$ cat src/source/gat_pkg.sv
package gat_pkg;

  ////////////////////////////////////////
  // datapath types
  ////////////////////////////////////////

  typedef logic signed [15:0] feat_t;
  typedef logic        [3:0]  col_t;
  typedef logic signed [7:0]  wgt_t;
  typedef logic signed [31:0] acc_t;
  typedef logic signed [15:0] score_t;
  typedef logic signed [19:0] sum_t;
  typedef logic        [31:0] cnt_t;

  ////////////////////////////////////////
  // pipeline geometry
  ////////////////////////////////////////

  localparam int NUM_COLS    = 16;
  localparam int WIN_LEN     = 4;
  localparam int GROUP_LEN   = 4;
  localparam int LRELU_SHIFT = 3;

  // score saturation limits, held at accumulator width for the compare
  localparam acc_t SCORE_MAX = 32'sd32767;
  localparam acc_t SCORE_MIN = -32'sd32768;

  // rows whose sparse result the debugger keeps
  localparam cnt_t DBG_ROW_A = 32'd10;
  localparam cnt_t DBG_ROW_B = 32'd20;

  ////////////////////////////////////////
  // sparse stage FSM
  ////////////////////////////////////////

  typedef enum logic {
    IDLE,
    ACCUM
  } spmm_state_e;

endpackage

$ cat src/source/spmm_unit.sv
`timescale 1ns/1ps

module spmm_unit (
  input  logic            clk,
  input  logic            rst_n,
  input  logic            entry_vld_i,
  input  gat_pkg::feat_t  entry_val_i,
  input  gat_pkg::col_t   entry_col_i,
  input  logic            row_last_i,
  input  logic            wgt_we_i,
  input  gat_pkg::col_t   wgt_addr_i,
  input  gat_pkg::wgt_t   wgt_data_i,
  output logic            spmm_vld_o,
  output logic            spmm_rdy_o,
  output gat_pkg::acc_t   spmm_data_o
);

  gat_pkg::wgt_t        weights [gat_pkg::NUM_COLS];
  gat_pkg::spmm_state_e state;
  gat_pkg::acc_t        acc;
  gat_pkg::acc_t        prod;
  gat_pkg::acc_t        acc_sum;

  // one feature times the weight of its column
  assign prod    = gat_pkg::acc_t'(entry_val_i) * gat_pkg::acc_t'(weights[entry_col_i]);
  assign acc_sum = acc + prod;

  ////////////////////////////////////////
  // weight table
  ////////////////////////////////////////

  always_ff @(posedge clk or negedge rst_n) begin
    if (!rst_n) begin
      for (int i = 0; i < gat_pkg::NUM_COLS; i++) begin
        weights[i] <= '0;
      end
    end else if (wgt_we_i) begin
      weights[wgt_addr_i] <= wgt_data_i;
    end
  end

  ////////////////////////////////////////
  // row accumulation
  ////////////////////////////////////////

  always_ff @(posedge clk or negedge rst_n) begin
    if (!rst_n) begin
      state      <= gat_pkg::IDLE;
      acc        <= '0;
      spmm_vld_o <= 1'b0;
    end else begin
      spmm_vld_o <= 1'b0;
      if (entry_vld_i) begin
        if (row_last_i) begin
          acc        <= '0;
          spmm_vld_o <= 1'b1;
          state      <= gat_pkg::IDLE;
        end else begin
          acc   <= acc_sum;
          state <= gat_pkg::ACCUM;
        end
      end
    end
  end

  // result register, only meaningful with the valid pulse
  always_ff @(posedge clk) begin
    if (entry_vld_i && row_last_i) begin
      spmm_data_o <= acc_sum;
    end
  end

  // no partial row held
  assign spmm_rdy_o = (state == gat_pkg::IDLE);

endmodule

$ cat src/source/dmvm_unit.sv
`timescale 1ns/1ps

module dmvm_unit (
  input  logic                                 clk,
  input  logic                                 rst_n,
  input  logic                                 spmm_vld_i,
  input  gat_pkg::acc_t                        spmm_data_i,
  input  logic                                 att_we_i,
  input  logic [$clog2(gat_pkg::WIN_LEN)-1:0]  att_addr_i,
  input  gat_pkg::wgt_t                        att_data_i,
  output logic                                 dmvm_vld_o,
  output logic                                 dmvm_rdy_o,
  output gat_pkg::acc_t                        dmvm_data_o
);

  gat_pkg::acc_t win      [gat_pkg::WIN_LEN];
  gat_pkg::acc_t win_next [gat_pkg::WIN_LEN];
  gat_pkg::wgt_t att      [gat_pkg::WIN_LEN];
  gat_pkg::acc_t dot;

  // window after the incoming result is shifted in at position 0
  always_comb begin
    win_next[0] = spmm_data_i;
    for (int i = 1; i < gat_pkg::WIN_LEN; i++) begin
      win_next[i] = win[i-1];
    end
    dot = '0;
    for (int i = 0; i < gat_pkg::WIN_LEN; i++) begin
      dot = dot + win_next[i] * gat_pkg::acc_t'(att[i]);
    end
  end

  always_ff @(posedge clk or negedge rst_n) begin
    if (!rst_n) begin
      for (int i = 0; i < gat_pkg::WIN_LEN; i++) begin
        win[i] <= '0;
        att[i] <= '0;
      end
      dmvm_vld_o <= 1'b0;
    end else begin
      dmvm_vld_o <= spmm_vld_i;
      if (att_we_i) begin
        att[att_addr_i] <= att_data_i;
      end
      if (spmm_vld_i) begin
        win <= win_next;
      end
    end
  end

  always_ff @(posedge clk) begin
    if (spmm_vld_i) begin
      dmvm_data_o <= dot;
    end
  end

  // busy only while the result is on the output
  assign dmvm_rdy_o = ~dmvm_vld_o;

endmodule

$ cat src/source/score_unit.sv
`timescale 1ns/1ps

module score_unit (
  input  logic             clk,
  input  logic             rst_n,
  input  logic             dmvm_vld_i,
  input  gat_pkg::acc_t    dmvm_data_i,
  output logic             sm_vld_o,
  output logic             sm_rdy_o,
  output gat_pkg::score_t  sm_data_o
);

  gat_pkg::acc_t   relu;
  gat_pkg::score_t clamped;

  // leaky relu: negative slope is a plain arithmetic shift
  always_comb begin
    relu = dmvm_data_i;
    if (dmvm_data_i[$bits(gat_pkg::acc_t)-1]) begin
      relu = dmvm_data_i >>> gat_pkg::LRELU_SHIFT;
    end
    if (relu > gat_pkg::SCORE_MAX) begin
      clamped = gat_pkg::score_t'(gat_pkg::SCORE_MAX);
    end else if (relu < gat_pkg::SCORE_MIN) begin
      clamped = gat_pkg::score_t'(gat_pkg::SCORE_MIN);
    end else begin
      clamped = gat_pkg::score_t'(relu);
    end
  end

  always_ff @(posedge clk or negedge rst_n) begin
    if (!rst_n) begin
      sm_vld_o <= 1'b0;
    end else begin
      sm_vld_o <= dmvm_vld_i;
    end
  end

  always_ff @(posedge clk) begin
    if (dmvm_vld_i) begin
      sm_data_o <= clamped;
    end
  end

  assign sm_rdy_o = ~sm_vld_o;

endmodule

$ cat src/source/aggr_unit.sv
`timescale 1ns/1ps

module aggr_unit (
  input  logic             clk,
  input  logic             rst_n,
  input  logic             sm_vld_i,
  input  gat_pkg::score_t  sm_data_i,
  output logic             aggr_vld_o,
  output logic             aggr_rdy_o,
  output gat_pkg::sum_t    aggr_sum_o
);

  logic [$clog2(gat_pkg::GROUP_LEN)-1:0] cnt;
  gat_pkg::sum_t                         acc;
  gat_pkg::sum_t                         acc_sum;
  logic                                  group_done;

  assign acc_sum    = acc + gat_pkg::sum_t'(sm_data_i);
  assign group_done = sm_vld_i && (cnt == gat_pkg::GROUP_LEN - 1);

  ////////////////////////////////////////
  // group accumulation
  ////////////////////////////////////////

  always_ff @(posedge clk or negedge rst_n) begin
    if (!rst_n) begin
      cnt        <= '0;
      acc        <= '0;
      aggr_vld_o <= 1'b0;
    end else begin
      aggr_vld_o <= group_done;
      if (group_done) begin
        cnt <= '0;
        acc <= '0;
      end else if (sm_vld_i) begin
        cnt <= cnt + 1'b1;
        acc <= acc_sum;
      end
    end
  end

  // total includes the score that closes the group
  always_ff @(posedge clk) begin
    if (group_done) begin
      aggr_sum_o <= acc_sum;
    end
  end

  assign aggr_rdy_o = (cnt == '0);

endmodule

$ cat src/source/debugger.sv
`timescale 1ns/1ps

module debugger (
  input  logic           clk,
  input  logic           rst_n,
  input  logic           spmm_vld_i,
  input  logic           spmm_rdy_i,
  input  logic           dmvm_vld_i,
  input  logic           dmvm_rdy_i,
  input  logic           sm_vld_i,
  input  logic           sm_rdy_i,
  input  logic           aggr_vld_i,
  input  logic           aggr_rdy_i,
  input  gat_pkg::acc_t  spmm_data_i,
  output logic [7:0]     debug_status_o,
  output gat_pkg::cnt_t  debug_count_o,
  output gat_pkg::acc_t  debug_cap_a_o,
  output gat_pkg::acc_t  debug_cap_b_o
);

  logic [7:0]    observed;
  logic [7:0]    flags;
  gat_pkg::cnt_t sm_cnt;
  gat_pkg::cnt_t row_cnt;

  // msb first: spmm, dmvm, sm, aggr, each as vld then rdy
  assign observed = {spmm_vld_i, spmm_rdy_i,
                     dmvm_vld_i, dmvm_rdy_i,
                     sm_vld_i,   sm_rdy_i,
                     aggr_vld_i, aggr_rdy_i};

  ////////////////////////////////////////
  // sticky stage flags
  ////////////////////////////////////////

  always_ff @(posedge clk or negedge rst_n) begin
    if (!rst_n) begin
      flags <= '0;
    end else begin
      flags <= flags | observed;
    end
  end

  ////////////////////////////////////////
  // event counters and row captures
  ////////////////////////////////////////

  always_ff @(posedge clk or negedge rst_n) begin
    if (!rst_n) begin
      sm_cnt        <= '0;
      row_cnt       <= '0;
      debug_cap_a_o <= '0;
      debug_cap_b_o <= '0;
    end else begin
      if (sm_vld_i) begin
        sm_cnt <= sm_cnt + 1'b1;
      end
      if (spmm_vld_i) begin
        // row_cnt is the zero-based number of the row finishing now
        row_cnt <= row_cnt + 1'b1;
        if (row_cnt == gat_pkg::DBG_ROW_A) begin
          debug_cap_a_o <= spmm_data_i;
        end
        if (row_cnt == gat_pkg::DBG_ROW_B) begin
          debug_cap_b_o <= spmm_data_i;
        end
      end
    end
  end

  assign debug_status_o = flags;
  assign debug_count_o  = sm_cnt;

endmodule

$ cat src/source/gat_core.sv
`timescale 1ns/1ps

module gat_core (
  input  logic                                 clk,
  input  logic                                 rst_n,
  // sparse entry stream
  input  logic                                 entry_vld_i,
  input  gat_pkg::feat_t                       entry_val_i,
  input  gat_pkg::col_t                        entry_col_i,
  input  logic                                 row_last_i,
  // weight table write
  input  logic                                 wgt_we_i,
  input  gat_pkg::col_t                        wgt_addr_i,
  input  gat_pkg::wgt_t                        wgt_data_i,
  // attention vector write
  input  logic                                 att_we_i,
  input  logic [$clog2(gat_pkg::WIN_LEN)-1:0]  att_addr_i,
  input  gat_pkg::wgt_t                        att_data_i,
  // group totals
  output logic                                 aggr_vld_o,
  output gat_pkg::sum_t                        aggr_sum_o,
  // debug monitor
  output logic [7:0]                           debug_status_o,
  output gat_pkg::cnt_t                        debug_count_o,
  output gat_pkg::acc_t                        debug_cap_a_o,
  output gat_pkg::acc_t                        debug_cap_b_o
);

  logic            spmm_vld;
  logic            spmm_rdy;
  gat_pkg::acc_t   spmm_data;
  logic            dmvm_vld;
  logic            dmvm_rdy;
  gat_pkg::acc_t   dmvm_data;
  logic            sm_vld;
  logic            sm_rdy;
  gat_pkg::score_t sm_data;
  logic            aggr_rdy;

  ////////////////////////////////////////
  // stage chain
  ////////////////////////////////////////

  spmm_unit u_spmm (
    .clk         (clk),
    .rst_n       (rst_n),
    .entry_vld_i (entry_vld_i),
    .entry_val_i (entry_val_i),
    .entry_col_i (entry_col_i),
    .row_last_i  (row_last_i),
    .wgt_we_i    (wgt_we_i),
    .wgt_addr_i  (wgt_addr_i),
    .wgt_data_i  (wgt_data_i),
    .spmm_vld_o  (spmm_vld),
    .spmm_rdy_o  (spmm_rdy),
    .spmm_data_o (spmm_data)
  );

  dmvm_unit u_dmvm (
    .clk         (clk),
    .rst_n       (rst_n),
    .spmm_vld_i  (spmm_vld),
    .spmm_data_i (spmm_data),
    .att_we_i    (att_we_i),
    .att_addr_i  (att_addr_i),
    .att_data_i  (att_data_i),
    .dmvm_vld_o  (dmvm_vld),
    .dmvm_rdy_o  (dmvm_rdy),
    .dmvm_data_o (dmvm_data)
  );

  score_unit u_score (
    .clk         (clk),
    .rst_n       (rst_n),
    .dmvm_vld_i  (dmvm_vld),
    .dmvm_data_i (dmvm_data),
    .sm_vld_o    (sm_vld),
    .sm_rdy_o    (sm_rdy),
    .sm_data_o   (sm_data)
  );

  aggr_unit u_aggr (
    .clk        (clk),
    .rst_n      (rst_n),
    .sm_vld_i   (sm_vld),
    .sm_data_i  (sm_data),
    .aggr_vld_o (aggr_vld_o),
    .aggr_rdy_o (aggr_rdy),
    .aggr_sum_o (aggr_sum_o)
  );

  // listens to every stage, drives nothing back
  debugger u_debugger (
    .clk            (clk),
    .rst_n          (rst_n),
    .spmm_vld_i     (spmm_vld),
    .spmm_rdy_i     (spmm_rdy),
    .dmvm_vld_i     (dmvm_vld),
    .dmvm_rdy_i     (dmvm_rdy),
    .sm_vld_i       (sm_vld),
    .sm_rdy_i       (sm_rdy),
    .aggr_vld_i     (aggr_vld_o),
    .aggr_rdy_i     (aggr_rdy),
    .spmm_data_i    (spmm_data),
    .debug_status_o (debug_status_o),
    .debug_count_o  (debug_count_o),
    .debug_cap_a_o  (debug_cap_a_o),
    .debug_cap_b_o  (debug_cap_b_o)
  );

endmodule

$ cat config.mk
export PLATFORM = sky130hd
export DESIGN_NAME = gat_core
export DESIGN_NICKNAME = d
export VERILOG_FILES = /design/src/source/gat_pkg.sv /design/src/source/spmm_unit.sv /design/src/source/dmvm_unit.sv /design/src/source/score_unit.sv /design/src/source/aggr_unit.sv /design/src/source/debugger.sv /design/src/source/gat_core.sv
export SDC_FILE = /design/constraint.sdc
export NUM_CORES = 2
export LEC_CHECK = 0
export ABC_AREA = 1
export BUFFER_PORTS_ARGS = -buffer_cell sky130_fd_sc_hd__buf_2
export CORE_ASPECT_RATIO = 0.8
export CORE_MARGIN = 3
export CORE_UTILIZATION = 54
export DETAILED_ROUTE_END_ITERATION = 7
export PLACE_DENSITY_LB_ADDON = 0.12
export SYNTH_ARGS = -nofsm -noshare
export SYNTH_HDL_FRONTEND = slang
export SYNTH_SLANG_ARGS = --single-unit
$ cat constraint.sdc
create_clock -name clk -period 7.9 [get_ports clk]
set_input_delay 1.58 -clock clk [delete_from_list [all_inputs] [get_ports clk]]
set_output_delay 1.58 -clock clk [all_outputs]
set_load 0.01 [all_outputs]
# ---- After elaboration in Yosys (flattened, before gate mapping)
# Index checks and enable logic that the tools add are counted.
dict set report classes {
  addsub 8
  mul 5
  n_lt_le_gt_ge 7
  eq_ne 3
  mux 19
  bitwise_logic 7
  n_reduce_logical 8
}
# op count
set op_table {}
lappend op_table {{adder 32 bit} 4}
lappend op_table {{bitwise mux 128 bit} 1}
lappend op_table {{multiplier 32 x 8 -> 32 bit} 4}
lappend op_table {{adder 32 x 1 -> 32 bit, second input constant} 2}
lappend op_table {{2-to-1 mux 32 bit} 2}
lappend op_table {{2-to-1 mux 20 bit} 2}
lappend op_table {{binary-select mux 8 bit (select 4 bit)} 1}
lappend op_table {{bitwise mux 32 bit} 1}
lappend op_table {{demux 8 bit (select 4 bit)} 1}
lappend op_table {{equality test 32 x 4 -> 1 bit, second input constant} 1}
lappend op_table {{equality test 32 x 5 -> 1 bit, second input constant} 1}
lappend op_table {{> comparator 32 x 16 -> 1 bit, second input constant} 1}
lappend op_table {{less-than comparator 32 x 16 -> 1 bit, second input constant} 1}
lappend op_table {{2-to-1 mux 8 bit} 4}
lappend op_table {{multiplier 16 x 8 -> 24 bit} 1}
lappend op_table {{adder 20 x 16 -> 20 bit} 1}
lappend op_table {{demux 8 bit (select 2 bit)} 1}
lappend op_table {{2-to-1 mux 16 bit} 1}
lappend op_table {{greater-or-equal comparator 5 bit, second input constant} 2}
lappend op_table {{inverter 4 -> 5 bit} 2}
lappend op_table {{bitwise OR 8 bit} 1}
lappend op_table {{less-than comparator 5 x 1 -> 1 bit, second input constant} 1}
lappend op_table {{logical AND 1 bit} 4}
lappend op_table {{2-to-1 mux 2 bit} 2}
lappend op_table {{10 further kinds} 15}
dict set report totals {
  regBits 551
}

# ---- Longest topological paths before layout
dict set report logic_depth {
  depth_word 7
  mapped_depth 42
  ltp_nobuf 40
}

# ---- Cells and area by module
# From an unflattened synthesis, not the netlist that was laid out.
dict set report hier_totals {
  cells_unflattened 7298
  area_unflattened_um2 59889.9
}
# module n_inst cells_each area_per_inst_um2 seq_area_each_um2
set by_module_without_submodules {}
lappend by_module_without_submodules {dmvm_unit 1 4192 34400.5 4189.0}
lappend by_module_without_submodules {spmm_unit 1 1776 15060.7 5014.8}
lappend by_module_without_submodules {debugger 1 779 6446.2 3403.3}
lappend by_module_without_submodules {aggr_unit 1 339 2692.6 1176.1}
lappend by_module_without_submodules {score_unit 1 212 1290.0 505.5}

# ---- Worst setup path before layout
# Ideal clock, no wire load.
dict set report synth_timing {
  path_type {input to register}
  start {input entry_col_i[0]}
  end {register u_spmm.spmm_data_o[27], data pin}
  arrival_time_ns 7.634
  required_time_ns 7.645
  path_slack_ns 0.011
  cell_stages 34
  path_buffers 3
  cell_sequence {buf_2 -> buf_4 -> mux2i_1 -> o21ai_0 -> o221ai_1 -> nand2_1 -> inv_1 -> buf_2 -> fa_1 -> fa_1 -> inv_1 -> fa_1 -> inv_1 -> fa_1 -> inv_1 -> ha_1 -> inv_1 -> o31ai_1 -> nand3_1 -> nand4_1 -> a21boi_0 -> o21ai_0 -> xor2_1 -> inv_1 -> ha_1 -> a21oi_1 -> nor2_1 -> nor2_1 -> o21ai_0 -> nand3b_1 -> nand2_1 -> nand2_1 -> or2_2 -> and2_1}
}
dict set report synth_via {
  elab_chain_len 6
}
# element line
set synth_rtl {}
lappend synth_rtl {{start, declared} gat_core.sv:9} ;# input gat_pkg::col_t entry_col_i,
lappend synth_rtl {{inverter 4 -> 5 bit (implied by the code)} spmm_unit.sv:25} ;# assign prod = gat_pkg::acc_t'(entry_val_i) * gat_pkg::acc_t'(weights[entry_col_i]);
lappend synth_rtl {{binary-select mux 8 bit (select 4 bit)} spmm_unit.sv:25}
lappend synth_rtl {{2-to-1 mux 8 bit (implied by the code) (2 in series)} spmm_unit.sv:25}
lappend synth_rtl {{multiplier 16 x 8 -> 24 bit} spmm_unit.sv:25}
lappend synth_rtl {{adder 32 bit} spmm_unit.sv:26} ;# assign acc_sum = acc + prod;
lappend synth_rtl {{via u_spmm.acc_sum[27]} spmm_unit.sv:22} ;# gat_pkg::acc_t acc_sum;
lappend synth_rtl {{end signal, assigned} spmm_unit.sv:69} ;# spmm_data_o <= acc_sum;
lappend synth_rtl {{end, declared} spmm_unit.sv:15} ;# output gat_pkg::acc_t spmm_data_o
# The timed path passes the listed nets, and every way through them passes these cells. The select of a mux whose other input is x is not followed.
# A chain may end at the register's enable or synchronous reset.

# ---- Worst setup path after layout
# Ends and elaborated chain as after synthesis.

==> reports/qor.csv <==
stage;metric;value;unit
run_status;outcome;finished, final reports clean;
detailed_routing;DRC Markers;0;
synth;number of synthesized flops with an enable pin;100;
timing;setup tns final;0;ns
detailed_routing;WL/cell;17.67;um
timing;Finish-stage setup viols;0;
global_route;antenna violations before repair;4;
clock_network;clock buffers created by TritonCTS;60;
synth;top cells by area, synth;fa_1, dfrtp_1, nand2_1, inv_1, ha_1;
clock_network;insertion delay to the later sink of the worst-skew pair;0.69;ns
timing;Rel. slew slack;0.1865;
detailed_routing;Via density;5.171;
floorplan;FP Rows;106;
timing;RSZ-0062 raised after global routing;true;
placed_design;Placer Congestion;0.8952;
placed_design;post-DP HPWL;121.8;mm
timing;fin crit share;0.9621;
detailed_routing;vias;44224;
floorplan;total core area;105200;sq um
worst_setup_path;Crit-path slowest cell;fa_1;
synth;Yosys cell types;60;
synth;Commonest cells post-synth;nand2_1, inv_1, fa_1;
synth;top-count cell post-synth;nand2_1;
flow_run;max_cap viols;0;
worst_setup_path;critical path arrival;7.99;ns
cells_and_area;area grow syn2layout;11.42;%
synth;Synthesized Nets;8067;
worst_setup_path;CP bufs+invs;9;
synth;area fraction of the dominant cell type after synthesis;0.3124;
detailed_routing;Initial DRT Pass Iterations;8;
timing;Final Slew Violations;0;
synth;Post-Synthesis Cells;6872;
clock_network;CTS root buf;clkbuf_16;
timing;worst hold slack;0.4565;ns
clock_network;Max clock buf depth;3;
worst_setup_path;WS Path Type;in2reg;
hold_path;worst hold path type;reg2reg;
synth;leading area contributor after synthesis;fa_1;
worst_setup_path;max incr delay on CP;0.52;ns
cells_and_area;fillcell total;9425;
cells_and_area;Layout Utilization;0.6103;
placed_design;I/O Buffers;172;
worst_setup_path;Worst EP required;8.29;ns
timing;Least-Margin Pin Slew;1.220;ns
detailed_routing;antenna-violating nets left;0;
timing;final worst path period need;7.600;ns
clock_network;H-tree depth;2;
clock_network;Clock transition at path regs;0.06;ns
detailed_routing;drt total wl;151.1;mm
synth;Syn Area/Cell;8.383;sq um
worst_setup_path;CP top delay family;adder cells;
global_route;vias in the first global route;45724;
synth;synthesized flop and latch total;551;
floorplan;Starting Density;0.5477;
cells_and_area;Final nets;8291;
timing;Worst Clk Skew;0.07330;ns
timing;final worst setup slack;0.2997;ns
global_route;GRT Resource Usage Total;0.2827;
clock_network;CTS tree;yes;
floorplan;num ports;173;
synth;post-synthesis sequential area ratio;0.2480;
worst_setup_path;Worst Path Max Fanout;8;
floorplan;die area;110700;sq um
clock_network;CTS sink cnt;551;
synth;Most used DFF post-synth;dfrtp_1;
worst_setup_path;Startpoint Class;input port;
synth;YS warnings;0;
worst_setup_path;Worst Setup End Kind;flop;
placed_design;pre-CTS WS;-0.6265;ns
detailed_routing;initial drt markers;3407;
global_route;first-pass GRT wire length;248.3;mm
timing;Final Hold Vio Count;0;
cells_and_area;layout cells sized above 1;0.09779;
global_route;largest net degree at the start of global routing;144;
worst_setup_path;most frequent CP cell;inv_1;
cells_and_area;diode count;0;
clock_network;hold buffer count at CTS;0;
floorplan;Die Y;298.1;um
global_route;Congestion Overflow GR;0;
floorplan;Die Wd;371.2;um
synth;mapped cell area;57610;sq um
synth;asr flop ratio synth;0.8185;
timing;f_max;131.6;MHz
worst reg2reg max path, stage by stage (launching register included):
cell and delay, ns:
dfrtp_1 0.74, buf_4 0.32, nand2_1 0.10, fa_1 0.55, inv_1 0.05, fa_1 0.48, inv_1 0.05, fa_1 0.47
inv_1 0.07, fa_1 0.53, inv_1 0.05, fa_1 0.47, fa_1 0.53, fa_1 0.50, inv_1 0.05, fa_1 0.47
ha_1 0.39, a21oi_1 0.18, o21ai_0 0.14, nand2_1 0.11, nand3_1 0.21, nand4_1 0.14, inv_1 0.05, nor2_1 0.14
buf_4 0.18, inv_1 0.05, nand3_1 0.07, nand2_1 0.19
layout make-up:
| class | count | area (sq um) | share of cell area |
|---|---|---|---|
| Clock inverter | 39 | 624.3 | 0.009728 |
| Timing Repair Buffer | 483 | 3530 | 0.05499 |
| Inverter | 1705 | 6415 | 0.09995 |
| Tap cell | 1404 | 1757 | 0.02737 |
| Multi-Input combinational cell | 4295 | 35950 | 0.5602 |
| Clock buffer | 75 | 1609 | 0.02507 |
| Sequential cell | 551 | 14300 | 0.2227 |
timing repair:
item / CTS / global route
gates resized for setup: 0 / 101
setup endpoints to repair: 0 / 39
buffers inserted: 0 / 12
registers in the layout, indices dropped and copies added, names as in the netlist, 2 cells and up:
name	count
u_debugger.debug_count_o	32
u_aggr.aggr_sum_o	20
u_debugger.debug_cap_a_o	32
u_spmm.weights	128
u_score.sm_data_o	16
u_debugger.debug_cap_b_o	32
u_dmvm.dmvm_data_o	32
u_dmvm.att	32
u_debugger.debug_status_o	8
u_spmm.spmm_data_o	32
u_aggr.cnt	2
u_debugger.row_cnt	32
u_aggr.acc	20
u_dmvm.win	96
u_spmm.acc	32
final timing paths:
check | start | endpoint | slack, ns | cells after the start
worst max-delay path | entry_col_i[0] | u_spmm.spmm_data_o[27] | 0.30 | 34
worst min-delay path | u_debugger.debug_status_o[4] | u_debugger.debug_status_o[4] | 0.46 | 2
worst max register to register | u_dmvm.att[26] | u_dmvm.dmvm_data_o[31] | 0.36 | 27
worst min register to register | u_debugger.debug_status_o[4] | u_debugger.debug_status_o[4] | 0.46 | 2
max in group asynchronous | rst_n | u_spmm.weights[33] | 5.53 | 2
min in group asynchronous | rst_n | u_debugger.debug_status_o[1] | 0.89 | 1
metal layers:
layer,wire [um],GRT usage,vias up
li1,-,-,20682
met1,68770,0.4121,22223
met2,70560,0.4592,1146
met3,8682,0.03390,171
met4,3067,0.05670,2
met5,13,0,-
logic make-up after synthesis:
group / count (synthesis) / synth area share
xor+xnor: 160 / 0.02433
flops: 551 / 0.2480
simple gates: 2270 / 0.1585
mux: 16 / 0.002780
compound gates: 702 / 0.06659
fa+ha+maj: 1147 / 0.3663
buf+inv: 2026 / 0.1335
stage by stage:
stage	std cells	instance area, sq um
floorplan	6872	57610
global placement	8423	61430
detailed placement	8423	61430
CTS	8537	63660
global route	8552	64180
finish	8552	64180
placed cells by master, fill, tap and decap left out, types with 16 or more instances in the layout:
cell type and count:
dfrtp_1 448, xor2_1 119, o21ai_1 16, fa_1 895
nor3_1 41, xnor2_1 36, clkbuf_16 64, edfxtp_1 100
buf_4 284, nand3_1 140, buf_12 20, nand2_2 19
nand4_1 33, o21ai_0 419, buf_2 169, ha_1 241
mux2i_1 16, a22o_1 25, a21oi_1 157, nand2_1 1734
nor2_1 221, inv_1 1689
Power is left out: the tool's default activity adds up to more than one toggle a clock period on the data nets, which glitch-free logic cannot reach.
